### config.mk
export PLATFORM = sky130hd
export DESIGN_NAME = credit_queue
export DESIGN_NICKNAME = d
export VERILOG_FILES = /design/src/credit_queue.sv
export SDC_FILE = /design/constraint.sdc
export NUM_CORES = 1
export LEC_CHECK = 0
export ABC_AREA = 1
export BUFFER_PORTS_ARGS = -buffer_cell sky130_fd_sc_hd__buf_2
export CORE_AREA = 2 2 39 41
export DETAILED_ROUTE_END_ITERATION = 12
export DIE_AREA = 0 0 41 43
export SYNTH_ARGS = -nofsm -noshare
export SYNTH_HDL_FRONTEND = slang
export SYNTH_SLANG_ARGS = --single-unit
### constraint.sdc
create_clock -name clk_sys -period 1.76 [get_ports clk_sys]
set_input_delay 0.44 -clock clk_sys [delete_from_list [all_inputs] [get_ports clk_sys]]
set_output_delay 0.44 -clock clk_sys [all_outputs]
set_load 0.01 [all_outputs]
### src/credit_queue.sv
`timescale 1ns/1ps

module credit_queue #(
	parameter type payload_t = logic,
	parameter int  DEPTH     = 2
) (
	input  logic     clk_sys,
	input  logic     reset,
	input  logic     push,
	input  payload_t din,
	input  logic     pop,
	output payload_t dout,
	output logic     not_empty,
	output logic     credit_return
);

	localparam int PW = (DEPTH > 1) ? $clog2(DEPTH) : 1;
	localparam int CW = $clog2(DEPTH + 1);

	payload_t      slots [DEPTH];
	logic [PW-1:0] wr_ptr;
	logic [PW-1:0] rd_ptr;
	logic [CW-1:0] count;
	logic          do_push;
	logic          do_pop;

	function automatic logic [PW-1:0] next_ptr(logic [PW-1:0] ptr);
		return (ptr == PW'(DEPTH - 1)) ? '0 : ptr + 1'b1;
	endfunction

	assign do_push = push && (count != CW'(DEPTH));
	assign do_pop = pop && not_empty;
	assign not_empty = (count != '0);
	assign dout = slots[rd_ptr];

	always_ff @(posedge clk_sys) begin
		if (do_push) begin
			slots[wr_ptr] <= din;
		end
	end

	// One credit back for every entry that leaves
	always_ff @(posedge clk_sys) begin
		if (reset) begin
			wr_ptr <= '0;
			rd_ptr <= '0;
			count <= '0;
			credit_return <= 1'b0;
		end else begin
			credit_return <= do_pop;
			if (do_push) begin
				wr_ptr <= next_ptr(wr_ptr);
			end
			if (do_pop) begin
				rd_ptr <= next_ptr(rd_ptr);
			end
			count <= count + CW'(do_push) - CW'(do_pop);
		end
	end

endmodule

==> qor.yml <==
mostFrequentLayoutCells: "inv_1, nor2_1, nand2_1, buf_2, dfxtp_1"
rows: 14
rsz0062_at_grt: "no"
fillers: 158
place_ws_ns: 0.184
final_common_cell: "inv_1"
antenna_found_initial: 0
max-cap-violations: 0
synthesis.nets: 50
path_class: "register to register"
port_buffers: 7
fin_setup_tns_ns: 0
critical_path.startpoint_type: "register"
dp_hpwl_um: 430
relSlewSlack_pct: 88.3
critPathMaxStageDelay_ns: 0.35
path_clk_slew_ns: 0.05
setup_ws_ns: 0.263
endpoint_kind: "register"
cts_tree: "built"
core_um2: 1380
path_cells: "inv_1 > nand2_1 > nand2_1 > ha_1 > inv_1 > ha_1 > inv_1 > nand2_1 > a21oi_1 > nor2_1"
hold_viol: 0
ys_warn_count: 0
powerDensity_nw_per_um2: 1570
routedWlPerCell_um: 7.64
min_period_ns: 1.50
grt_pass1_wl_um: 883
drive_above_1_share_pct: 25.9
yosysTopAreaCell: "dfxtp_1"
yosysTopAreaCellShare_pct: 34.2
gp_congestion: 0.814
p_leak_nw: 0.220
wl_um: 535
holdWs_ns: 0.372
clock_latency_ns: 0.25
fin_crit_sh_pct: 85.0
hold_path.class: "input pin to register"
ir_drop_uv: 530
crit_fanout: 3
viasPerCell: 4.07
ant_nets: 0
r2r_slack_ns: 0.26
area_growth_pct: 23.1
grt_pass1_vias: 241
setup_viol: 0
worst_slew_pin_slew_ns: 0.175
syn_area_um2: 352
synth_seq_cells: 8
arrival_ns: 1.64
fin_skew_ns: 0.00457
cts_setup_buffers: 0
drt_pre_antenna_iters: 2
start_util_pct: 25.4
die_area_um2: 1760
synth_area_leaders: "dfxtp_1, edfxtp_1, inv_1, nand2_1, nor2_1"
clockBufferDepth: 2
drtIter0Drc: 5
nNetsFinal: 62
yosysSeqAreaShare_pct: 51.2
cts.sinks: 8
avgSynthCellArea_um2: 8.18
ctsResizeCount: 0
fmax_ghz: 0.668
slowest_stage: "dfxtp_1"
fp.dieW_um: 41
ios: 8
drcViolationCount: 0
grt_max_degree: 6
track_usage_pct: 7.68
hold_buffers: 0
status: "finished clean"
antennaDiodeCount: 0
fp.dieH_um: 43
worst-endpoint-required_ns: 1.91
overflow: 0
ctsRootBufferMaster: "clkbuf_4"
slew_violations: 0
htree_levels: 1
numCtsBuffers: 3
synth.distinct_cells: 12
synthCells: 43
dr_total_vias: 285
## metrics by stage
stage / total power [W] / instance area, um^2 / util [%] / std cells
after floorplan: 0.000472 / 352 / - / 43
after global placement: 0.000532 / 407 / 29.4 / 66
after detailed placement: 0.000537 / 407 / 29.4 / 66
after CTS: 0.000696 / 433 / 31.3 / 70
after global routing: 0.000755 / 433 / 31.3 / 70
final: 0.000679 / 433 / 31.3 / 70
## where the power goes
group | leakage [nW] | total (W) | switching, W | internal, W
clock | 0.0150 | 0.000150 | 0.0000635 | 0.0000868
combinational | 0.137 | 0.000256 | 0.000150 | 0.000106
sequential | 0.0682 | 0.000272 | 0.0000284 | 0.000244
total | 0.220 | 0.000679 | 0.000242 | 0.000437
## worst max-delay path, delay by kind of cell (launching register included)
kind	cells	cell delay, ns
AND/OR/NAND/NOR	4	0.30
adder cells (fa/ha/maj)	2	0.46
buffers and inverters	3	0.16
AO/OA/AOI/OAI	1	0.14
flip-flops	1	0.35
## path summary, 6_finish.rpt
| check | from | to | cells past startpoint |
|---|---|---|---|
| max | count[0] | count[1] | 10 |
| min | reset | count[0] | 2 |
| max reg2reg | count[0] | count[1] | 10 |
| min reg2reg | rd_ptr | register | 2 |
## layer usage
| layer | GRT usage (%) | wire, um | vias up |
|---|---|---|---|
| met4 | 2.00 | 0 | 0 |
| li1 | - | - | 153 |
| met5 | 0 | 0 | - |
| met3 | 6.28 | 40 | 0 |
| met2 | 11.3 | 276 | 7 |
| met1 | 8.20 | 218 | 125 |
## area by class of cell
class                           instances  area (um^2)  area share [%]
Clock buffer                            4         26.3            6.07
Tap cell                               16         20.0            4.62
Inverter                                9         33.8            7.80
Timing Repair Buffer                    7         35.0            8.09
Multi-Input combinational cell         26          138            31.8
Sequential cell                         8          180            41.6
## cell families (layout without fill, tap and decap cells)
family	count (synthesis)	after routing	synth area share (%)
mux	1	1	3.20
buf+inv	9	20	9.61
fa+ha+maj	2	2	7.12
compound gates	2	2	2.85
simple gates	21	21	26.0
flops	8	8	51.2
## cell usage after synthesis
| library cell | count |
|---|---|
| a21oi_1 | 2 |
| dfxtp_1 | 6 |
| edfxtp_1 | 2 |
| ha_1 | 2 |
| inv_1 | 9 |
| mux2_2 | 1 |
| nand2_1 | 7 |
| nand2_2 | 1 |
| nand3_1 | 3 |
| nor2_1 | 7 |
| nor2_2 | 2 |
| nor3_1 | 1 |
No activity file was read; power rests on OpenSTA's default activity.
