**config.mk**
```make
export PLATFORM = sky130hd
export DESIGN_NAME = ram_port
export DESIGN_NICKNAME = d
export VERILOG_FILES = /design/src/mem_pkg.sv /design/src/ram_port.sv
export SDC_FILE = /design/constraint.sdc
export NUM_CORES = 1
export LEC_CHECK = 0
export BUFFER_PORTS_ARGS = -buffer_cell sky130_fd_sc_hd__buf_2
export CORE_MARGIN = 2
export CORE_UTILIZATION = 43
export CTS_CLUSTER_SIZE = 24
export DETAILED_ROUTE_END_ITERATION = 10
export GPL_ROUTABILITY_DRIVEN = 0
export PLACE_DENSITY_LB_ADDON = 0.15
export SYNTH_ARGS = -nofsm -noshare
export SYNTH_HDL_FRONTEND = slang
export SYNTH_SLANG_ARGS = --single-unit
```
**constraint.sdc**
```tcl
create_clock -name clk_sys -period 1.64 [get_ports clk_sys]
set_clock_uncertainty 0.05 [all_clocks]
set_input_delay 0.246 -clock clk_sys [delete_from_list [all_inputs] [get_ports clk_sys]]
set_output_delay 0.246 -clock clk_sys [all_outputs]
set_load 0.01 [all_outputs]
```
**src/mem_pkg.sv**
```systemverilog
package mem_pkg;

	// Memory word and byte
	typedef logic [15:0] word_t;
	typedef logic [7:0] byte_t;

	// Word address into the store
	typedef logic [19:0] waddr_t;

	// Client ids, in round-robin order
	typedef enum logic [1:0] {
		CL_LOADER = 2'd0,
		CL_ROM    = 2'd1,
		CL_WRAM   = 2'd2,
		CL_ARAM   = 2'd3
	} client_t;

	localparam int NUM_CLIENTS = 4;

	// be[1] enables the high byte, be[0] the low byte
	typedef struct packed {
		waddr_t     waddr;
		word_t      data;
		logic [1:0] be;
		logic       write;
	} mem_req_t;

	// Request on its way from the arbiter to the store
	typedef struct packed {
		client_t  client;
		mem_req_t req;
	} tagged_req_t;

	typedef struct packed {
		client_t client;
		word_t   data;
	} mem_rsp_t;

	// Cycles from store acceptance to response
	localparam int READ_LATENCY = 2;

endpackage
```
**src/ram_port.sv**
```systemverilog
`timescale 1ns/1ps

module ram_port #(
	parameter int unsigned BASE    = 0,
	parameter int unsigned WORDS   = 1 << 15,
	parameter int          CREDITS = 2
) (
	input  logic                   clk_sys,
	input  logic                   reset,
	input  logic                   rd,
	input  logic                   wr,
	input  logic [$clog2(WORDS):0] addr,
	input  mem_pkg::byte_t         d,
	output mem_pkg::byte_t         q,
	output logic                   ready,
	output logic                   req_push,
	output mem_pkg::mem_req_t      req,
	input  logic                   credit_return,
	input  logic                   rsp_valid,
	input  mem_pkg::word_t         rsp_data
);

	localparam int AW = $clog2(WORDS);
	localparam int CW = $clog2(CREDITS + 1);

	logic [CW-1:0]  credits;
	logic           busy;
	logic           pend;
	logic           byte_sel;
	logic           strobe;
	mem_pkg::word_t word_q;

	assign ready = !busy;
	assign strobe = (rd || wr) && ready;
	assign req_push = pend && (credits != '0);
	assign q = byte_sel ? word_q[15:8] : word_q[7:0];

	// ==============================
	// Control

	always_ff @(posedge clk_sys) begin
		if (reset) begin
			credits <= CW'(CREDITS);
			busy <= 1'b0;
			pend <= 1'b0;
		end else begin
			credits <= credits + CW'(credit_return) - CW'(req_push);
			if (req_push) begin
				pend <= 1'b0;
				// Write is done for the port once it is queued
				if (req.write) begin
					busy <= 1'b0;
				end
			end
			if (rsp_valid) begin
				busy <= 1'b0;
			end
			if (strobe) begin
				busy <= 1'b1;
				pend <= 1'b1;
			end
		end
	end

	// ==============================
	// Request and read data

	// Byte goes to both lanes, enable picks the addressed one
	always_ff @(posedge clk_sys) begin
		if (strobe) begin
			byte_sel <= addr[0];
			req.waddr <= mem_pkg::waddr_t'(BASE + 32'(addr[AW:1]));
			req.data <= {d, d};
			req.be <= wr ? {addr[0], !addr[0]} : 2'b11;
			req.write <= wr;
		end
		if (rsp_valid) begin
			word_q <= rsp_data;
		end
	end

endmodule

```
==> metrics.txt <==
CP Launch Point byte_sel; total number of vias 996; vias in the first global route 1,006; crit-path max cell delay 0.42 ns; synth top area cells edfxtp_1 76%, buf_4 5.7%, mux2_1 5.3%; post-synth top area cell edfxtp_1; Initial DRC Count 27; CP endpoint kind output pin; outcome finished clean; Worst Path Arrival 1.31 ns; DP HPWL 2.21 mm; CTS Hold Bufs 0; wl on met1 1.07 mm; Slew Limit Fails 0; IO Port Bufs 89; RSZ-0062 raised after global routing true; mux share of post-synthesis cell area 5.27%; Die X 67.0 um; H-tree levels 2; top sig layer met4; CTS tree done; largest family of logic cells by synthesized area buffers and inverters; final setup TNS 0 ns; Clock Latency Late Sink 0.29 ns; metal3 WL 303 um; #FFs+latches synth 47; Filler cells 321; number of remaining DRC errors 0; placement row count 22; Async SR Flop Fraction 0%; Vias/cell 4.41; final number of setup-violating endpoints 0; Initial Utilization 45.7%; # nets final 225; Fin. Hold Viols 0; fin worst setup slack 0.0326 ns; Yosys cell types 19; DIE AREA 0.00450 mm2; DP Worst Slack 0.171 ns; final WL 2.93 mm; period utilisation layout 98.0%; post-DR wirelength/cell 13.0 um; Die H 67.0 um; area of the core 0.00374 mm2; grt ovf 0; HP Start d[0]; Slowest cell on crit path edfxtp_1; Synth Area in Compound Gates 2.34%; IO Pins 95; Yosys Warn Count 0; Leak 1.03 nW; fmax 622 MHz; pwr dens 1140 mW/mm2; synthesized instance count 88; HP Class in -> reg; GRT Util Overall 13.3%; most numerous cell in the Yosys netlist edfxtp_1; Tmin final 1.61 ns; global-route wire length before repair 4.13 mm; largest net degree at the start of global routing 18; Primary FF master, synth edfxtp_1; Antenna Cells 0; Sw Pwr 0.610 mW; area grow syn2layout 36.5%; clock power share 25.9%; worst-path cell chain buf_12, mux2_4, buf_6; clk sinks 47; sequential area share after synthesis 80.2%; Setup CP Type reg -> out; Simple-Gate Fraction of Synth Area 2.27%; Synth Area in XOR/XNOR 1.32%; Avg Inst Size Synth 19.4 um2; root buffer cell clkbuf_8; Flop pwr share 56.4%; initial antenna violation count 0; area fraction of the dominant cell type after synthesis 75.5%; drt pass-1 iters 3; Clk pin slew, worst setup/hold paths 0.08 ns; share of cells above drive strength 1 60.7%; VDD IR-drop max 0.000735 V; P_int 2.05 mW; Crit path required time 1.34 ns; combinational power share 17.8%; switch share 22.9%; reg-to-reg startpoint credits[1]; most frequent cells after synthesis 43 x edfxtp_1, 13 x buf_4, 8 x mux2_1; routed wire length on met2 1.50 mm; MaxCap Viol Count 0; Cell Area, Synth 0.00171 mm2; crit path max fanout 8; EDFF count, synth 43; startpoint types register; adder-cell share of the synthesized area 1.46%; clk buf depth 2; Num CTS Buffers 5; Routed Antenna Nets 0
per-stage QoR:
step / power [mW] / cell area, um2 / cells / util, % / hold WS, ns
after floorplan: 1.77 / 1720 / 92 / - / 0.258
after global placement: 1.91 / 2140 / 217 / 57.2 / 0.373
after detailed placement: 1.94 / 2140 / 217 / 57.2 / 0.374
after CTS: 2.64 / 2250 / 226 / 60.2 / 0.0590
after global routing: 2.79 / 2330 / 226 / 62.3 / 0.0492
final: 2.66 / 2330 / 226 / 62.3 / 0.0700
power groups by stage:
stage / Combinational [mW] / Sequential [mW] / Clock, mW
global placement: 0.391 / 1.52 / 0
global route: 0.517 / 1.51 / 0.765
CTS: 0.426 / 1.50 / 0.717
floorplan: 0.217 / 1.55 / 0
detailed placement: 0.410 / 1.53 / 0
finish: 0.473 / 1.50 / 0.687
final cells by class:
cell class              instances  area (um2)  share of cell area [%]
clock buffers                   7        86.3                    3.70
inverters                       4        15.0                   0.643
multi-input cells              27         265                    11.4
well taps                      48        60.1                    2.57
repair buffers                 92         531                    22.7
flip-flops and latches         47        1370                    58.8
clock inverters                 1        5.00                   0.214
flip-flops by register name, summed over array words and instances, names as in the netlist:
register,cells
req,26
word_q,16
credits,2
busy,1
byte_sel,1
pend,1
worst paths after layout:
path                     end  slack, ns  cells past startpoint
setup / recovery        q[5]       0.03                      3
hold / removal       req[11]       0.07                      1
setup reg to reg  credits[1]       0.18                      6
hold reg to reg         busy       0.50                      2
cells in the final DEF (no fill, tap or decap), drive strengths merged, types with 2 or more instances in the layout:
cell type  netlist  final
clkbuf           0      7
buf             14     92
dfxtp            4      4
conb             1      5
nand2b           2      2
ha               2      2
mux2             8      8
edfxtp          43     43
inv              4      4
timing repair:
| action | CTS | global route |
|---|---|---|
| resized for setup | 0 | 16 |
| setup buffers | 1 | 0 |
| cloned | 0 | 0 |
| endpoints found under the setup margin | 8 | 8 |
critical path: cells and delay by family (launching register included):
family	cells	cell delay (ns)
DFF	1	0.42
muxes	1	0.30
buffers and inverters	2	0.29
kinds of logic (layout without fill, tap and decap cells):
family,count (synthesis),after routing
flops,47,47
other cells,1,5
simple gates,6,6
compound gates,5,5
xor+xnor,1,1
mux,8,8
buf+inv,18,104
fa+ha+maj,2,2
metal layers:
metal	vias to the layer above	global-route usage, %
met5	-	0
met4	0	6.89
met3	6	6.42
met2	50	23.4
met1	459	12.5
li1	481	-
Note: power is estimated with default switching activity, not from simulation.
