===== src/map_pkg.sv =====
package map_pkg;

	// ==============================
	// Word regions in the store
	localparam int unsigned ROM_BASE   = 32'h0000_0000;
	localparam int unsigned ROM_WORDS  = 1 << 19;
	localparam int unsigned WRAM_BASE  = 32'h0008_0000;
	localparam int unsigned WRAM_WORDS = 1 << 15;
	localparam int unsigned ARAM_BASE  = 32'h0008_8000;
	localparam int unsigned ARAM_WORDS = 1 << 15;

	// Byte address width on the ROM side, load stream and CPU port
	localparam int ROM_ADDR_BITS = 22;

	// ==============================
	// Copier header, seen as image size modulo 1024
	localparam int unsigned HDR_BYTES = 512;
	localparam int unsigned HDR_MOD   = 1024;

	// Store address of a ROM word, wraps inside the region
	function automatic int unsigned rom_word_addr(int unsigned rom_word);
		return ROM_BASE + (rom_word % ROM_WORDS);
	endfunction

endpackage


===== src/mem_pkg.sv =====
package mem_pkg;

	// Memory word and byte
	typedef logic [15:0] word_t;
	typedef logic [7:0] byte_t;

	// Word address into the store
	typedef logic [19:0] waddr_t;

	// Client ids, in round-robin order
	typedef enum logic [1:0] {
		CL_LOADER = 2'd0,
		CL_ROM    = 2'd1,
		CL_WRAM   = 2'd2,
		CL_ARAM   = 2'd3
	} client_t;

	localparam int NUM_CLIENTS = 4;

	// be[1] enables the high byte, be[0] the low byte
	typedef struct packed {
		waddr_t     waddr;
		word_t      data;
		logic [1:0] be;
		logic       write;
	} mem_req_t;

	// Request on its way from the arbiter to the store
	typedef struct packed {
		client_t  client;
		mem_req_t req;
	} tagged_req_t;

	typedef struct packed {
		client_t client;
		word_t   data;
	} mem_rsp_t;

	// Cycles from store acceptance to response
	localparam int READ_LATENCY = 2;

endpackage

===== src/rom_reader.sv =====
`timescale 1ns/1ps

module rom_reader #(
	parameter int CREDITS = 2
) (
	input  logic                              clk_sys,
	input  logic                              reset,
	input  logic                              load_active,
	input  logic                              rom_hdr,
	input  logic                              rom_rd,
	input  logic [map_pkg::ROM_ADDR_BITS-1:0] rom_addr,
	output mem_pkg::byte_t                    rom_q,
	output logic                              rom_ready,
	output logic                              req_push,
	output mem_pkg::mem_req_t                 req,
	input  logic                              credit_return,
	input  logic                              rsp_valid,
	input  mem_pkg::word_t                    rsp_data
);

	localparam int CW = $clog2(CREDITS + 1);

	logic [CW-1:0]   credits;
	logic            busy;
	logic            pend;
	logic            word_valid;
	logic            byte_sel;
	logic            strobe;
	logic            hit;
	logic [31:0]     rom_word;
	mem_pkg::waddr_t fetch_waddr;
	mem_pkg::word_t  word_q;

	assign rom_ready = !busy && !load_active;
	assign strobe = rom_rd && rom_ready;
	assign req_push = pend && (credits != '0);

	// Header images start 256 words further in
	assign rom_word = 32'(rom_addr[map_pkg::ROM_ADDR_BITS-1:1])
		+ (rom_hdr ? map_pkg::HDR_BYTES / 2 : 32'd0);
	assign fetch_waddr = mem_pkg::waddr_t'(map_pkg::rom_word_addr(rom_word));

	// Last request doubles as the tag of the held word
	assign hit = word_valid && (req.waddr == fetch_waddr);
	assign rom_q = byte_sel ? word_q[15:8] : word_q[7:0];

	always_ff @(posedge clk_sys) begin
		if (reset) begin
			credits <= CW'(CREDITS);
			busy <= 1'b0;
			pend <= 1'b0;
			word_valid <= 1'b0;
		end else begin
			credits <= credits + CW'(credit_return) - CW'(req_push);
			if (req_push) begin
				pend <= 1'b0;
			end
			if (rsp_valid) begin
				busy <= 1'b0;
				word_valid <= 1'b1;
			end
			if (strobe && !hit) begin
				busy <= 1'b1;
				pend <= 1'b1;
			end
			// New image contents, held word is stale
			if (load_active) begin
				word_valid <= 1'b0;
			end
		end
	end

	always_ff @(posedge clk_sys) begin
		if (strobe) begin
			byte_sel <= rom_addr[0];
		end
		if (strobe && !hit) begin
			req.waddr <= fetch_waddr;
			req.data <= '0;
			req.be <= 2'b11;
			req.write <= 1'b0;
		end
		if (rsp_valid) begin
			word_q <= rsp_data;
		end
	end

endmodule


===== config.mk =====
export PLATFORM = sky130hd
export DESIGN_NAME = rom_reader
export DESIGN_NICKNAME = d
export VERILOG_FILES = /design/src/map_pkg.sv /design/src/mem_pkg.sv /design/src/rom_reader.sv
export SDC_FILE = /design/constraint.sdc
export NUM_CORES = 1
export LEC_CHECK = 0
export CORE_UTILIZATION = 30
export CTS_BUF_LIST = sky130_fd_sc_hd__clkbuf_16
export DETAILED_ROUTE_END_ITERATION = 8
export DONT_BUFFER_PORTS = 1
export PLACE_DENSITY_LB_ADDON = 0.05
export SETUP_SLACK_MARGIN = 0.3
export SLEW_MARGIN = 40
export SYNTH_ARGS = -nofsm -noshare
export SYNTH_HDL_FRONTEND = slang
export SYNTH_SLANG_ARGS = --single-unit

===== constraint.sdc =====
create_clock -name clk_sys -period 4.3 [get_ports clk_sys]
set_input_delay 0.86 -clock clk_sys [delete_from_list [all_inputs] [get_ports clk_sys]]
set_output_delay 0.86 -clock clk_sys [all_outputs]
set_load 0.05 [all_outputs]

==> flow_summary_export.csv <==
group,metric,value,unit
yosys,synthArstFlopShare,0,%
sta,max-slew-margin-rel,57.0,%
power_and_ir_drop,ir_drop,0.132,mV
yosys,synth_top_area_share,49.7,%
floorplan,start_util,31.5,%
floorplan,fp.dieW,87.1,um
yosys,synth_ff_type,"edfxtp_1",
sta,holdWs,0.476,ns
outcome,run_status,"completed",
floorplan,fp.dieArea,7590,um2
critical_path,cp-start-kind,"input pin",
clock_network,clockRootBuffer,"clkbuf_16",
clock_network,worstSkewPairLatency,0.28,ns
critical_path,worst_path_most_repeated_cell,"ha_1",
critical_path,end_kind,"flop",
route,remaining_drc_errors,0,
route,dr.pass1.iters,3,
grt,antenna_found_initial,0,
clock_network,cts_tree,"done",
critical_path,cp.arrival,3.05,ns
critical_path,r2r_setup_slack,1.56,ns
grt,grt_start_max_net_pins,19,
clock_network,cts_resized,0,
place,place.gp.congestion,0.769,
critical_path,rr_worst_depth,7,
cells_and_area,area_growth_syn_to_layout,8.92,%
clock_network,htree_levels,2,
yosys,ys_seq_area_share,54.3,%
sta,worstMarginPinSlew,0.644,ns
critical_path,crit_path_end,"req[27]$_DFFE_PP_",
route,detail_route.wl_per_cell,15.5,um
yosys,syn_avg_cell_area,12.8,um2
yosys,ys_ff_latch,41,
sta,period_share,71.5,%
cells_and_area,n_antenna_cell,0,
sta,hold_violations,0,
floorplan,core-area,6910,um2
sta,finalCriticalPeriod,3.07,ns
critical_path,critPathMaxFanout,13,
critical_path,r2r-start,"req[32]$_DFFE_PP_",
hold_path,hp-class,"flop to flop",
clock_network,cts_max_path_buffers,2,
clock_network,hold_buffers,0,
cells_and_area,nets,223,
sta,timing.fmax,325,MHz
yosys,netlist_instances,170,
cells_and_area,layout_commonest_cell,"edfxtp_1",
sta,slew_violations,0,
cells_and_area,drive_above_1_share,16.0,%
critical_path,worstSetupPathType,"input pin to flop",
power_and_ir_drop,power_leakage,0.845,nW
grt,grt_first_pass_wirelength,6450,um
clock_network,clkTransAtPathRegs,0.06,ns
run,cap_violations,0,
yosys,synth_area,2170,um2
route,via_count,1234,
floorplan,ioPinCount,94,
route,wl,4200,um
clock_network,cts_made_buffers,5,
cells_and_area,final_cell_mix,"edfxtp_1, conb_1, xnor2_1",
place,dp_hpwl,3210,um
yosys,yosysWarnings,0,
critical_path,slowest_stage,"nor2_2",
power_and_ir_drop,power.density,448,nW/um2
floorplan,die_y,87.1,um
clock_network,cts.sinks,41,
yosys,synthTopCellsByArea,"edfxtp_1, xnor2_1, buf_4",
route,drtIter0Drc,29,
clock_network,cts_setup_buffers,0,
grt,overflow,0,
critical_path,r2r-end,"req[27]$_DFFE_PP_",
yosys,synth.distinct_cells,44,
place,numPortBuffers,0,
critical_path,cp-startpoint,"rom_hdr",
route,ant_nets,0,
yosys,synth_top_cell_by_area,"edfxtp_1",
sta,skew,0.00779,ns
route,vias_per_cell,4.55,
critical_path,cp.required,4.27,ns
critical_path,max_stage_delay,0.34,ns
floorplan,rows,30,
sta,tns,0,ns
sta,finalSetupViolCount,0,
sta,rsz0062_at_grt,"false",
critical_path,path_cells,"ha_1, ha_1, nand3_1, nor3_2, xnor3_1, o2111ai_1, and4b_1, nor2_2, buf_4",
yosys,synth_edf_count,36,
grt,grt_usage,11.3,%
grt,grt_pass1_vias,1273,
-- logic make-up (layout without fill, tap and decap cells) --
family                     Yosys count  count (layout)  share of synthesized area, %
xor gates and xnor gates            30              30                          12.7
and+or+nand+nor                     40              40                          11.6
buffers and inverters               30              17                          9.32
DFF                                 41              41                          54.3
adders and majority gates            4               4                          2.30
muxes                                8               8                          4.14
AOI/OAI and AO/OA                   15              15                          5.24
other                                2              20                         0.345
-- cell usage after synthesis (4+ instances only) --
cell type   n
nand4_1     4
nor2_1      6
xor2_1     10
xnor2_1    19
mux2_2      8
edfxtp_1   36
dfxtp_1     5
inv_1       7
nand3_1     5
nand2_1     6
ha_1        4
buf_4      20
-- flip-flops by register name, indices dropped and copies added (netlist names) --
register    flops
pend            1
credits         2
word_q         16
byte_sel        1
req            19
word_valid      1
busy            1
-- per-stage QoR --
step                      cells  util [%]  power, W  cell area, um2  setup slack (ns)
after global placement      263      31.9  0.000656            2200             0.931
final                       271      34.3   0.00106            2370              1.23
after floorplan             188         -  0.000658            2240             0.926
after detailed placement    263      31.9  0.000659            2210             0.896
after global routing        271      34.3   0.00111            2370              1.03
after CTS                   271      34.3   0.00108            2370              1.18
-- routing by layer --
| layer | up-vias | wire length [um] | global-route usage [%] |
|---|---|---|---|
| li1 | 573 | - | - |
| met4 | 0 | 52 | 4.02 |
| met5 | - | 0 | 0 |
| met3 | 6 | 372 | 4.74 |
| met1 | 599 | 1630 | 12.1 |
| met2 | 56 | 2150 | 20.0 |
-- cell type report --
| class | count | area, um2 |
|---|---|---|
| well taps | 96 | 120 |
| fillers | 708 | 4540 |
| flip-flops and latches | 41 | 1180 |
| inverters | 7 | 26.3 |
| repair buffers | 2 | 15.0 |
| multi-input cells | 117 | 863 |
| clock buffers | 5 | 125 |
| clock inverters | 3 | 37.5 |
-- worst max-delay path, delay by kind of cell --
family	cells	cell delay [ns]
AND/OR/NAND/NOR	4	1.04
adder cells (fa/ha/maj)	2	0.50
buffers and inverters	1	0.30
XOR/XNOR	1	0.26
AO/OA/AOI/OAI	1	0.08
-- worst min path at each step --
stage                      start                end  slack (ns)  cells after the start
4_1_cts        pend$_SDFFE_PP0P_  pend$_SDFFE_PP0P_        0.48                      2
3_3_place_gp   pend$_SDFFE_PP0P_  pend$_SDFFE_PP0P_        0.47                      2
5_1_grt        pend$_SDFFE_PP0P_  pend$_SDFFE_PP0P_        0.52                      2
3_5_place_dp   pend$_SDFFE_PP0P_  pend$_SDFFE_PP0P_        0.47                      2
6_report       pend$_SDFFE_PP0P_  pend$_SDFFE_PP0P_        0.48                      2
2_1_floorplan  pend$_SDFFE_PP0P_  pend$_SDFFE_PP0P_        0.45                      2
-- power by group --
part | leakage [nW] | internal (W) | switching (W)
Clock | 0.0826 | 0.000269 | 0.000141
Sequential | 0.384 | 0.000464 | 0.0000423
Combinational | 0.378 | 0.0000407 | 0.000103
No activity file was read; power rests on OpenSTA's default activity.
