--- config.mk ---
export PLATFORM = sky130hd
export DESIGN_NAME = cart_loader
export DESIGN_NICKNAME = d
export VERILOG_FILES = /design/src/map_pkg.sv /design/src/mem_pkg.sv /design/src/cart_loader.sv
export SDC_FILE = /design/constraint.sdc
export NUM_CORES = 1
export LEC_CHECK = 0
export ABC_CLOCK_PERIOD_IN_PS = 4930
export BUFFER_PORTS_ARGS = -buffer_cell sky130_fd_sc_hd__buf_2
export CAP_MARGIN = 10
export CORE_ASPECT_RATIO = 2
export CORE_MARGIN = 4
export CORE_UTILIZATION = 44
export CTS_CLUSTER_DIAMETER = 150
export CTS_CLUSTER_SIZE = 16
export DETAILED_ROUTE_END_ITERATION = 6
export PLACE_DENSITY_LB_ADDON = 0.08
export REMOVE_ABC_BUFFERS = 1
export SYNTH_ARGS = -nofsm -noshare
export SYNTH_HDL_FRONTEND = slang
export SYNTH_SLANG_ARGS = --single-unit
--- constraint.sdc ---
create_clock -name clk_sys -period 4.93 [get_ports clk_sys]
set_input_delay 0.2465 -clock clk_sys [delete_from_list [all_inputs] [get_ports clk_sys]]
set_output_delay 0.2465 -clock clk_sys [all_outputs]
set_load 0.02 [all_outputs]
--- src/map_pkg.sv ---
package map_pkg;

	// ==============================
	// Word regions in the store
	localparam int unsigned ROM_BASE   = 32'h0000_0000;
	localparam int unsigned ROM_WORDS  = 1 << 19;
	localparam int unsigned WRAM_BASE  = 32'h0008_0000;
	localparam int unsigned WRAM_WORDS = 1 << 15;
	localparam int unsigned ARAM_BASE  = 32'h0008_8000;
	localparam int unsigned ARAM_WORDS = 1 << 15;

	// Byte address width on the ROM side, load stream and CPU port
	localparam int ROM_ADDR_BITS = 22;

	// ==============================
	// Copier header, seen as image size modulo 1024
	localparam int unsigned HDR_BYTES = 512;
	localparam int unsigned HDR_MOD   = 1024;

	// Store address of a ROM word, wraps inside the region
	function automatic int unsigned rom_word_addr(int unsigned rom_word);
		return ROM_BASE + (rom_word % ROM_WORDS);
	endfunction

endpackage

--- src/mem_pkg.sv ---
package mem_pkg;

	// Memory word and byte
	typedef logic [15:0] word_t;
	typedef logic [7:0] byte_t;

	// Word address into the store
	typedef logic [19:0] waddr_t;

	// Client ids, in round-robin order
	typedef enum logic [1:0] {
		CL_LOADER = 2'd0,
		CL_ROM    = 2'd1,
		CL_WRAM   = 2'd2,
		CL_ARAM   = 2'd3
	} client_t;

	localparam int NUM_CLIENTS = 4;

	// be[1] enables the high byte, be[0] the low byte
	typedef struct packed {
		waddr_t     waddr;
		word_t      data;
		logic [1:0] be;
		logic       write;
	} mem_req_t;

	// Request on its way from the arbiter to the store
	typedef struct packed {
		client_t  client;
		mem_req_t req;
	} tagged_req_t;

	typedef struct packed {
		client_t client;
		word_t   data;
	} mem_rsp_t;

	// Cycles from store acceptance to response
	localparam int READ_LATENCY = 2;

endpackage
--- src/cart_loader.sv ---
`timescale 1ns/1ps

module cart_loader #(
	parameter int CREDITS = 2
) (
	input  logic                              clk_sys,
	input  logic                              reset,
	input  logic                              load_active,
	input  logic                              load_valid,
	input  logic [map_pkg::ROM_ADDR_BITS-1:0] load_addr,
	input  mem_pkg::word_t                    load_data,
	output logic                              load_wait,
	output logic                              req_push,
	output mem_pkg::mem_req_t                 req,
	input  logic                              credit_return,
	output logic                              rom_hdr
);

	localparam int CW = $clog2(CREDITS + 1);

	logic [CW-1:0]                     credits;
	logic                              load_active_d;
	logic                              load_start;
	logic                              load_end;
	logic [map_pkg::ROM_ADDR_BITS-1:0] max_addr;
	logic [31:0]                       load_word;
	logic [31:0]                       image_mod;

	assign load_start = load_active && !load_active_d;
	assign load_end = !load_active && load_active_d;

	// A word moves in any cycle with a credit left
	assign req_push = load_active && load_valid && (credits != '0);
	assign load_wait = load_active && load_valid && (credits == '0);

	assign load_word = 32'(load_addr[map_pkg::ROM_ADDR_BITS-1:1]);
	always_comb begin
		req.waddr = mem_pkg::waddr_t'(map_pkg::rom_word_addr(load_word));
		req.data = load_data;
		req.be = 2'b11;
		req.write = 1'b1;
	end

	// Image size is highest word address plus two bytes
	assign image_mod = (32'(max_addr) + 32'd2) % map_pkg::HDR_MOD;

	always_ff @(posedge clk_sys) begin
		if (reset) begin
			credits <= CW'(CREDITS);
			load_active_d <= 1'b0;
			rom_hdr <= 1'b0;
		end else begin
			credits <= credits + CW'(credit_return) - CW'(req_push);
			load_active_d <= load_active;
			if (load_start) begin
				rom_hdr <= 1'b0;
			end else if (load_end) begin
				rom_hdr <= (image_mod == map_pkg::HDR_BYTES);
			end
		end
	end

	always_ff @(posedge clk_sys) begin
		if (load_start) begin
			max_addr <= '0;
		end
		if (req_push && (load_start || load_addr > max_addr)) begin
			max_addr <= load_addr;
		end
	end

endmodule

==> results of run 1 <==
==> placed cells by master (no fill, tap or decap), drive strengths merged, types with 5 or more instances in the layout <==
master,Yosys,layout
edfxtp,22,22
buf,44,52
nand2,6,6
nand4,5,5
nand2b,5,5
inv,46,46
a21oi,9,9
o21ai,6,6
ha,25,25
a311oi,22,22
==> synthesized netlist by cell type, types with 5 or more instances <==
master and number:
a21oi_1 9, a311oi_2 19, buf_4 39, edfxtp_1 22, ha_1 25, inv_1 46
nand2_1 6, nand2b_1 5, o21ai_0 6
==> layout make-up <==
type / count / area, sq um
Clock buffer: 3 / 41.3
Clock inverter: 1 / 30.0
Fill cell: 489 / 2580
Inverter: 46 / 173
Multi-Input combinational cell: 111 / 1050
Sequential cell: 26 / 741
Tap cell: 57 / 71.3
Timing Repair Buffer: 52 / 270
==> worst max-delay path by stage <==
stage	from	to	slack, ns	cells after the start
global route	max_addr[21]	max_addr[17]	1.62	7
global placement	load_addr[21]	max_addr[13]	1.78	7
CTS	max_addr[21]	max_addr[10]	1.75	7
finish	max_addr[21]	max_addr[10]	1.81	7
floorplan	max_addr[9]	max_addr[0]	0.34	6
detailed placement	load_addr[21]	max_addr[12]	1.76	7
==> flip-flops by register name (all words and copies together) (netlist names) <==
| signal | cells |
|---|---|
| load_active_d | 1 |
| max_addr | 22 |
| credits | 2 |
| rom_hdr | 1 |
==> power by group through the flow <==
stage | Clock (uW) | Combinational, uW | Sequential, uW
finish | 177 | 210 | 290
global route | 190 | 240 | 293
CTS | 182 | 215 | 290
detailed placement | 0 | 214 | 296
global placement | 0 | 212 | 295
floorplan | 0 | 132 | 291
==> cell families after synthesis <==
family | count (synthesis)
buffers and inverters | 93
AOI/OAI and AO/OA | 44
and+or+nand+nor | 36
DFF | 26
adders and majority gates | 25
xor gates and xnor gates | 2
other | 2
==> metal layers <==
metal  vias to the layer above  global-route usage
li1                        783                   -
met1                       753               0.160
met2                        50               0.297
met3                         2              0.0408
met4                         0              0.0340
met5                         -              0.0357
==> stage by stage <==
step / instances / setup WS (ns) / area (sq um) / utilization
detailed placement: 292 / 1.76 / 2300 / 0.465
CTS: 296 / 1.75 / 2370 / 0.479
global route: 296 / 1.62 / 2370 / 0.479
floorplan: 183 / 0.335 / 1940 / -
finish: 296 / 1.81 / 2370 / 0.479
global placement: 292 / 1.78 / 2300 / 0.465
==> worst register-to-register path, delay by kind of cell, from the launching register on <==
kind                       cells  cell delay (ns)
AOI/OAI and AO/OA              2             1.07
and+or+nand+nor                2             0.74
buffers and inverters          2             0.36
DFF                            1             0.34
adders and majority gates      1             0.32
==> metrics.txt, run 1 <==
setup_tns=0 ns; Max-Cap Viols=0; Final Net Count=308; Post-Syn Area=2290 sq um; Clock Skews=0.00375 ns; # diodes=0; Pwr Total=677 uW; Tcrit/Tclk final=0.633; Final setup viols=0; Hold Slack=0.172 ns; Via density=5.36; Critical R2R Capture=max_addr[10]; via count=1,588; largest family of logic cells by synthesized area=buffers and inverters; Fmax=320 MHz; GRT overflow=0; Placeable Area=4950 sq um; hold_sp=reset; status=completed; routed len/inst=15.8 um; gr usage total=0.155; DR iter-0 viols=21; Post-Synthesis Cells=228; hpwl dp=3.77 mm; CTS tree=built; I/O pin count=85; PortBufs=48; largest net degree at the start of global routing=24; worst reg-to-reg path cell count=7; Avg Cell Area, Syn=10.0 sq um; Combinational Power Share=0.310; crit path kind=flop to flop; Yosys warnings=0; first-pass GRT wire length=7.59 mm; layout cell share with drive strength beyond 1=0.339; synth unique cells=35; CP Capture Type=flop; post-CTS sizing=0; number of routed nets with antenna violations=0; Crit path buffers/inverters=2; Synth async-reset ratio=0; initial antenna violation count=0; register area share after synthesis=0.323; Largest delay share family, worst path=compound AO/OA/AOI/OAI gates; reg2reg start=max_addr[21]; R2R Setup Slk=1.81 ns; Slowest-stage cell, CP=a32oi_2; Synth Area in Adders=0.137; relative slew slack=0.242; die width=59.0 um; Worst Hold Depth=2; Post-CTS Hold Buffers=0; Die ar.=6490 sq um; Max Slew Vio Count=0; Final Hold Fails=0; Synth-to-Final Area Change=3.66%; top cells by area, synth=edfxtp_1, ha_1, buf_4; Power per Cell Area=285 nW/um^2; critical-path maximum fanout=23; mux share of post-synthesis cell area=0; CP max stage delay=0.70 ns; Leakage=0.00106 uW; Reg power frac=0.428; RSZ-0062 raised after global routing=false; ys flop type=edfxtp_1; power share of the clock group=0.262; # clock sinks=26; Clock transition at path regs=0.09 ns; Worst Hold Class=primary input to flop; met3 wire len=307 um; Synth top area share=0.289; #FFs+latches synth=26; switching share of power=0.316; uppermost routed layer=met4; Initial Util=0.462; root buffer cell=clkbuf_8; CTS Buf Count=3; htree depth=1; Worst-Skew Late Latency=0.27 ns; number of flops mapped to enable cells by yosys=22; minimum clock period=3.12 ns; CP cell instances=inv_1, ha_1, nand4_2, or4_4, a31o_4, a32oi_2, buf_4; gp weighted congestion=0.743; final WL=4.68 mm; vias in the first global route=1,610; DR WL met2=2.62 mm; row cnt=36; Synth Area in XOR/XNOR=0.00765; CP Launch Type=flop; Clock Path Buffers=2; met1 WL=1.72 mm; DR pass1 iterations=2; Hold Path End=rom_hdr; switching power=214 uW; Die Ht=110 um; arrival time worst endpoint=3.10 ns; Post-route DRC=0; Internal=463 uW; worst slew pin tran=1.14 ns; required time of the critical path=4.91 ns; compound-cell area share of the yosys netlist=0.207; dominant cell type by area after synthesis=edfxtp_1; setup bufs post-CTS=0; VDD IR max=0.177 mV; Synth Area in Simple Gates=0.0923
Power figures use the tool's default switching activity.
==> inputs of run 2 (changes only) <==
--- a/config.mk
+++ b/config.mk
@@ -5,7 +5,7 @@
 export SDC_FILE = /design/constraint.sdc
 export NUM_CORES = 1
 export LEC_CHECK = 0
-export ABC_CLOCK_PERIOD_IN_PS = 4930
+export ABC_CLOCK_PERIOD_IN_PS = 3100
 export BUFFER_PORTS_ARGS = -buffer_cell sky130_fd_sc_hd__buf_2
 export CAP_MARGIN = 10
 export CORE_ASPECT_RATIO = 2
==> constraint.sdc (replaced) <==
create_clock -name clk_sys -period 3.1 [get_ports clk_sys]
set_input_delay 0.155 -clock clk_sys [delete_from_list [all_inputs] [get_ports clk_sys]]
set_output_delay 0.155 -clock clk_sys [all_outputs]
set_load 0.02 [all_outputs]
==> metrics.txt, run 2 (synthesis results as in run 1) <==
Clock Skews=0.00448 ns (+0.000732 ns); CP max stage delay=0.60 ns (-0.10 ns); Final setup viols=0 (unchanged); Synth-to-Final Area Change=4.32%; status=completed; layout cell share with drive strength beyond 1=0.344 (+0.00549); reg2reg start=max_addr[21]; htree depth=1 (unchanged); Regs by FF count=max_addr x22, credits x2; commonest cells after routing, fill and taps aside=buf_2, inv_1, ha_1; Hold Path End=rom_hdr; root buffer cell=clkbuf_8; FILL cells=511 (+4.5%); hpwl dp=3.73 mm (-1.0%); row cnt=36 (unchanged); final worst setup slack=0.508 ns (-1.30 ns); CP Launch Type=flop; # clock sinks=26 (unchanged); crit path kind=flop to flop; CP cell instances=inv_1, ha_1, nand4_2, or4_4, a31o_4, a32oi_2, buf_4; Max-Cap Viols=0 (unchanged); VDD IR max=0.312 mV (+77%); commonest non-fill, non-tap cell in the layout=buf_2; first-pass GRT wire length=7.19 mm (-5.3%); Fmax=386 MHz (+20%); worst reg-to-reg path cell count=7 (unchanged); final WL=4.67 mm (-0.17%); vias in the first global route=1,553 (-3.5%); switching power=345 uW (+61%); PortBufs=48 (unchanged); Reg power frac=0.423 (-0.005); Worst-Skew Late Latency=0.27 ns (about the same); Non-Filler Instances=298 (+0.68%); Critical R2R Capture=max_addr[2]; placed instance area=2320 sq um (+0.65%); die width=59.0 um (unchanged); required time of the critical path=3.08 ns (-1.83 ns); Worst path depth=7 (unchanged); CP Capture Type=flop; Crit path buffers/inverters=2 (unchanged); Slowest-stage cell, CP=or4_4; arrival time worst endpoint=2.57 ns (-0.53 ns); Initial Util=0.462 (unchanged); switching share of power=0.317 (+0.00144); dpl ws=0.504 ns (-1.25 ns); max FFs per register=22 (unchanged); critical-path maximum fanout=23 (unchanged); Max Slew Vio Count=0 (unchanged); hold_sp=reset; Pwr Total=1090 uW (+60%); Combinational Power Share=0.314 (+0.004); post-CTS sizing=0 (unchanged); RSZ-0062 raised after global routing=false; gr usage total=0.148 (-0.00702); Final Net Count=310 (+0.65%); Post-CTS Hold Buffers=0 (unchanged); DR iter-0 viols=29 (+38%); Placeable Area=4950 sq um (unchanged); Tcrit/Tclk final=0.836 (+0.203); worst slew pin tran=0.502 ns (-0.635 ns); Final Hold Fails=0 (unchanged); via count=1,598 (+0.63%); R2R Setup Slk=0.51 ns (-1.30 ns); Largest delay share family, worst path=simple AND/OR/NAND/NOR gates; DR pass1 iterations=4 (+2); Clock transition at path regs=0.10 ns (about the same); Reg with most FFs=max_addr; Post-route DRC=0 (unchanged); final instance area=2390 sq um (+0.63%); relative slew slack=0.666 (+0.424); gp weighted congestion=0.765 (+3.0%); Final Core Density=0.482 (+0.00303); number of routed nets with antenna violations=0 (unchanged); # diodes=0 (unchanged); power share of the clock group=0.263 (about the same); CTS tree=built; Worst Hold Class=primary input to flop; Die ar.=6490 sq um (unchanged); setup bufs post-CTS=0 (unchanged); placed instance count=294 (+0.68%); Power per Cell Area=455 nW/um^2 (+59%); initial antenna violation count=0 (unchanged); Via density=5.36 (about the same); routed len/inst=15.7 um (-0.84%); Clock Path Buffers=2 (unchanged); I/O pin count=85 (unchanged); Worst Hold Depth=2 (unchanged); largest net degree at the start of global routing=24 (unchanged); Leakage=0.00107 uW (+0.94%); Die Ht=110 um (unchanged); CTS Buf Count=3 (unchanged); Internal=742 uW (+60%); GRT overflow=0 (unchanged); minimum clock period=2.59 ns (-0.528 ns)
==> run 2: changes by cell type in the layout (fill, tap and decap cells not counted) <==
cell   before  now
buf_4       4    6
==> run 2: per-layer routing <==
metal,up-vias,part of all wire,track usage
li1,790,-,-
met1,747,0.38,0.162
met2,57,0.54,0.264
met3,4,0.069,0.0373
met4,0,0.013,0.0519
met5,-,0,0.0357
==> run 2: power by group through the flow <==
stage          Combinational, uW  Sequential [uW]  Clock (uW)
2_1_floorplan                210              463           0
3_3_place_gp                 343              468           0
3_5_place_dp                 346              469           0
4_1_cts                      348              461         291
5_1_grt                      385              466         312
6_report                     341              460         286
==> run 2: cell type report <==
cell class / instances / area (sq um) / share of cell area
multi-input cells: 111 / 1050 / 0.438
inverters: 46 / 173 / 0.0723
clock buffers: 3 / 41.3 / 0.0173
well taps: 57 / 71.3 / 0.0299
clock inverters: 1 / 30.0 / 0.0126
flip-flops and latches: 26 / 741 / 0.310
repair buffers: 54 / 285 / 0.119
==> run 2: worst max path at each step <==
| stage | slack (ns) | startpoint | end |
|---|---|---|---|
| after detailed placement | 0.50 | max_addr[21] | max_addr[7] |
| after CTS | 0.48 | max_addr[21] | max_addr[9] |
| final | 0.51 | max_addr[21] | max_addr[2] |
| after floorplan | -1.49 | max_addr[9] | max_addr[0] |
| after global routing | 0.34 | max_addr[21] | max_addr[2] |
| after global placement | 0.55 | max_addr[21] | max_addr[7] |
==> run 2: per-stage QoR <==
stage	hold slack (ns)	TNS, ns
global placement	0.310	0
detailed placement	0.310	0
CTS	0.0735	0
finish	0.0745	0
global route	0.0783	0
floorplan	0.224	-49.16
==> inputs of run 3 (changes only) <==
--- a/config.mk
+++ b/config.mk
@@ -5,7 +5,7 @@
 export SDC_FILE = /design/constraint.sdc
 export NUM_CORES = 1
 export LEC_CHECK = 0
-export ABC_CLOCK_PERIOD_IN_PS = 3100
+export ABC_CLOCK_PERIOD_IN_PS = 2300
 export BUFFER_PORTS_ARGS = -buffer_cell sky130_fd_sc_hd__buf_2
 export CAP_MARGIN = 10
 export CORE_ASPECT_RATIO = 2
==> constraint.sdc (replaced) <==
create_clock -name clk_sys -period 2.3 [get_ports clk_sys]
set_input_delay 0.115 -clock clk_sys [delete_from_list [all_inputs] [get_ports clk_sys]]
set_output_delay 0.115 -clock clk_sys [all_outputs]
set_load 0.02 [all_outputs]
==> metrics.txt, run 3 (synthesis results as in run 1) <==
Die Ht=110 um (unchanged); placed instance count=303 (+3.1%); # diodes=0 (unchanged); PortBufs=48 (unchanged); commonest cells after routing, fill and taps aside=buf_2, inv_1, a311oi_2, edfxtp_1; CP Capture Type=flop; Clock Skews=0.00385 ns (-0.000632 ns); Via density=5.23 (-2.4%); Critical R2R Capture=max_addr[2]; R2R Setup Slk=-0.05 ns (-0.55 ns); Reg with most FFs=max_addr; Placeable Area=4950 sq um (unchanged); largest net degree at the start of global routing=20 (-17%); Worst-Skew Late Latency=0.27 ns (about the same); # clock sinks=26 (unchanged); RSZ-0062 raised after global routing=true; htree depth=1 (unchanged); Final Core Density=0.548 (+0.0657); routed len/inst=16.2 um (+3.3%); Regs by FF count=max_addr x22, credits x2; Worst Hold Class=primary input to flop; Fmax=426 MHz (+10%); minimum clock period=2.35 ns (-0.245 ns); first-pass GRT wire length=7.99 mm (+11%); Synth-to-Final Area Change=18.5%; crit path kind=flop to flop; commonest non-fill, non-tap cell in the layout=buf_2; Die ar.=6490 sq um (unchanged); setup_tns=-1.27 ns (-1.27 ns); number of routed nets with antenna violations=0 (unchanged); Clock Path Buffers=2 (unchanged); Max Slew Vio Count=0 (unchanged); vias in the first global route=1,680 (+8.2%); Final Net Count=333 (+7.4%); final worst setup slack=-0.0474 ns (-0.555 ns); required time of the critical path=2.31 ns (-0.77 ns); max FFs per register=22 (unchanged); Final setup viols=39 (+39); status=finished with violations; CTS tree=built; FILL cells=474 (-7.2%); failing checks=negative setup slack; arrival time worst endpoint=2.36 ns (-0.21 ns); Initial Util=0.462 (unchanged); Final Hold Fails=0 (unchanged); Max-Cap Viols=0 (unchanged); hpwl dp=3.92 mm (+5.2%); DR iter-0 viols=40 (+38%); Clock transition at path regs=0.09 ns (about the same); Worst Hold Depth=2 (unchanged); reg2reg start=max_addr[14]; CP Launch Type=flop; Post-CTS Hold Buffers=0 (unchanged); CTS Buf Count=3 (unchanged); gp weighted congestion=0.775 (+1.3%); via count=1,680 (+5.1%); Hold Path End=rom_hdr; layout cell share with drive strength beyond 1=0.447 (+0.103); Pwr Total=1480 uW (+36%); worst reg-to-reg path cell count=9 (+2); die width=59.0 um (unchanged); Non-Filler Instances=321 (+7.7%); row cnt=36 (unchanged); I/O pin count=85 (unchanged); hold_sp=reset; Leakage=0.00119 uW (+11%); root buffer cell=clkbuf_8; Power per Cell Area=546 nW/um^2 (+20%); DR pass1 iterations=4 (unchanged); critical-path maximum fanout=6 (-74%); Post-route DRC=0 (unchanged); initial antenna violation count=0 (unchanged); final WL=5.19 mm (+11%); Tcrit/Tclk final=1.02 (+0.184); VDD IR max=0.437 mV (+40%); gr usage total=0.165 (+0.0167); GRT overflow=0 (unchanged)
==> run 3: cell count changes in the layout (fill, tap and decap cells not counted), moves of 3 or more <==
cell	change
a311oi_1	-3
buf_8	+4
ha_4	+7
a311oi_2	+3
buf_4	+12
buf_6	+7
ha_1	-7
==> run 3: how the worst max path moves through the flow <==
| stage | startpoint | to | cells past startpoint |
|---|---|---|---|
| 3_5_place_dp | max_addr[20] | max_addr[11] | 7 |
| 5_1_grt | max_addr[17] | max_addr[5] | 7 |
| 2_1_floorplan | max_addr[9] | max_addr[0] | 6 |
| 4_1_cts | max_addr[6] | max_addr[5] | 7 |
| 3_3_place_gp | max_addr[20] | max_addr[11] | 7 |
| 6_report | max_addr[14] | max_addr[2] | 9 |
==> run 3: critical path, cell delays in order (launching register included) <==
cell      delay, ns
edfxtp_1       0.33
inv_1          0.06
ha_4           0.26
nand4_1        0.14
or4_4          0.58
buf_6          0.14
o31ai_4        0.23
buf_4          0.17
buf_8          0.12
a311oi_2       0.05
==> run 3: per-layer routing <==
layer,up-vias,wire length (um),global-route usage
met3,6,322,0.0373
met5,-,0,0.0357
li1,835,-,-
met1,780,1950,0.171
met2,59,2840,0.311
met4,0,83,0.0502
==> run 3: repair_timing <==
item,CTS,global route
pin swaps,4,12
gates resized for setup,14,22
buffers inserted,5,5
endpoints found under the setup margin,22,44
gates cloned,2,2
==> run 3: stage by stage <==
stage,area (sq um),hold WS (ns),setup slack (ns)
CTS,2560,0.0414,-0.0802
global placement,2380,0.230,-0.0479
detailed placement,2380,0.230,-0.0701
finish,2710,0.0393,-0.0474
floorplan,1940,0.184,-2.29
global route,2710,0.0565,-0.117
==> run 3: layout make-up <==
type	instances	area [sq um]	area share
clock buffer	4	45.0	0.0166
inverter	46	173	0.0636
multi-input combinational	111	1170	0.431
sequential	26	741	0.273
tap	57	71.3	0.0263
timing repair buffer	77	514	0.189
==> run 3: where the power goes <==
| group | total [uW] | internal [uW] | switching, uW |
|---|---|---|---|
| Clock | 274 | 124 | 150 |
| Combinational | 588 | 266 | 322 |
| Sequential | 619 | 588 | 30.6 |
| Total | 1480 | 979 | 502 |
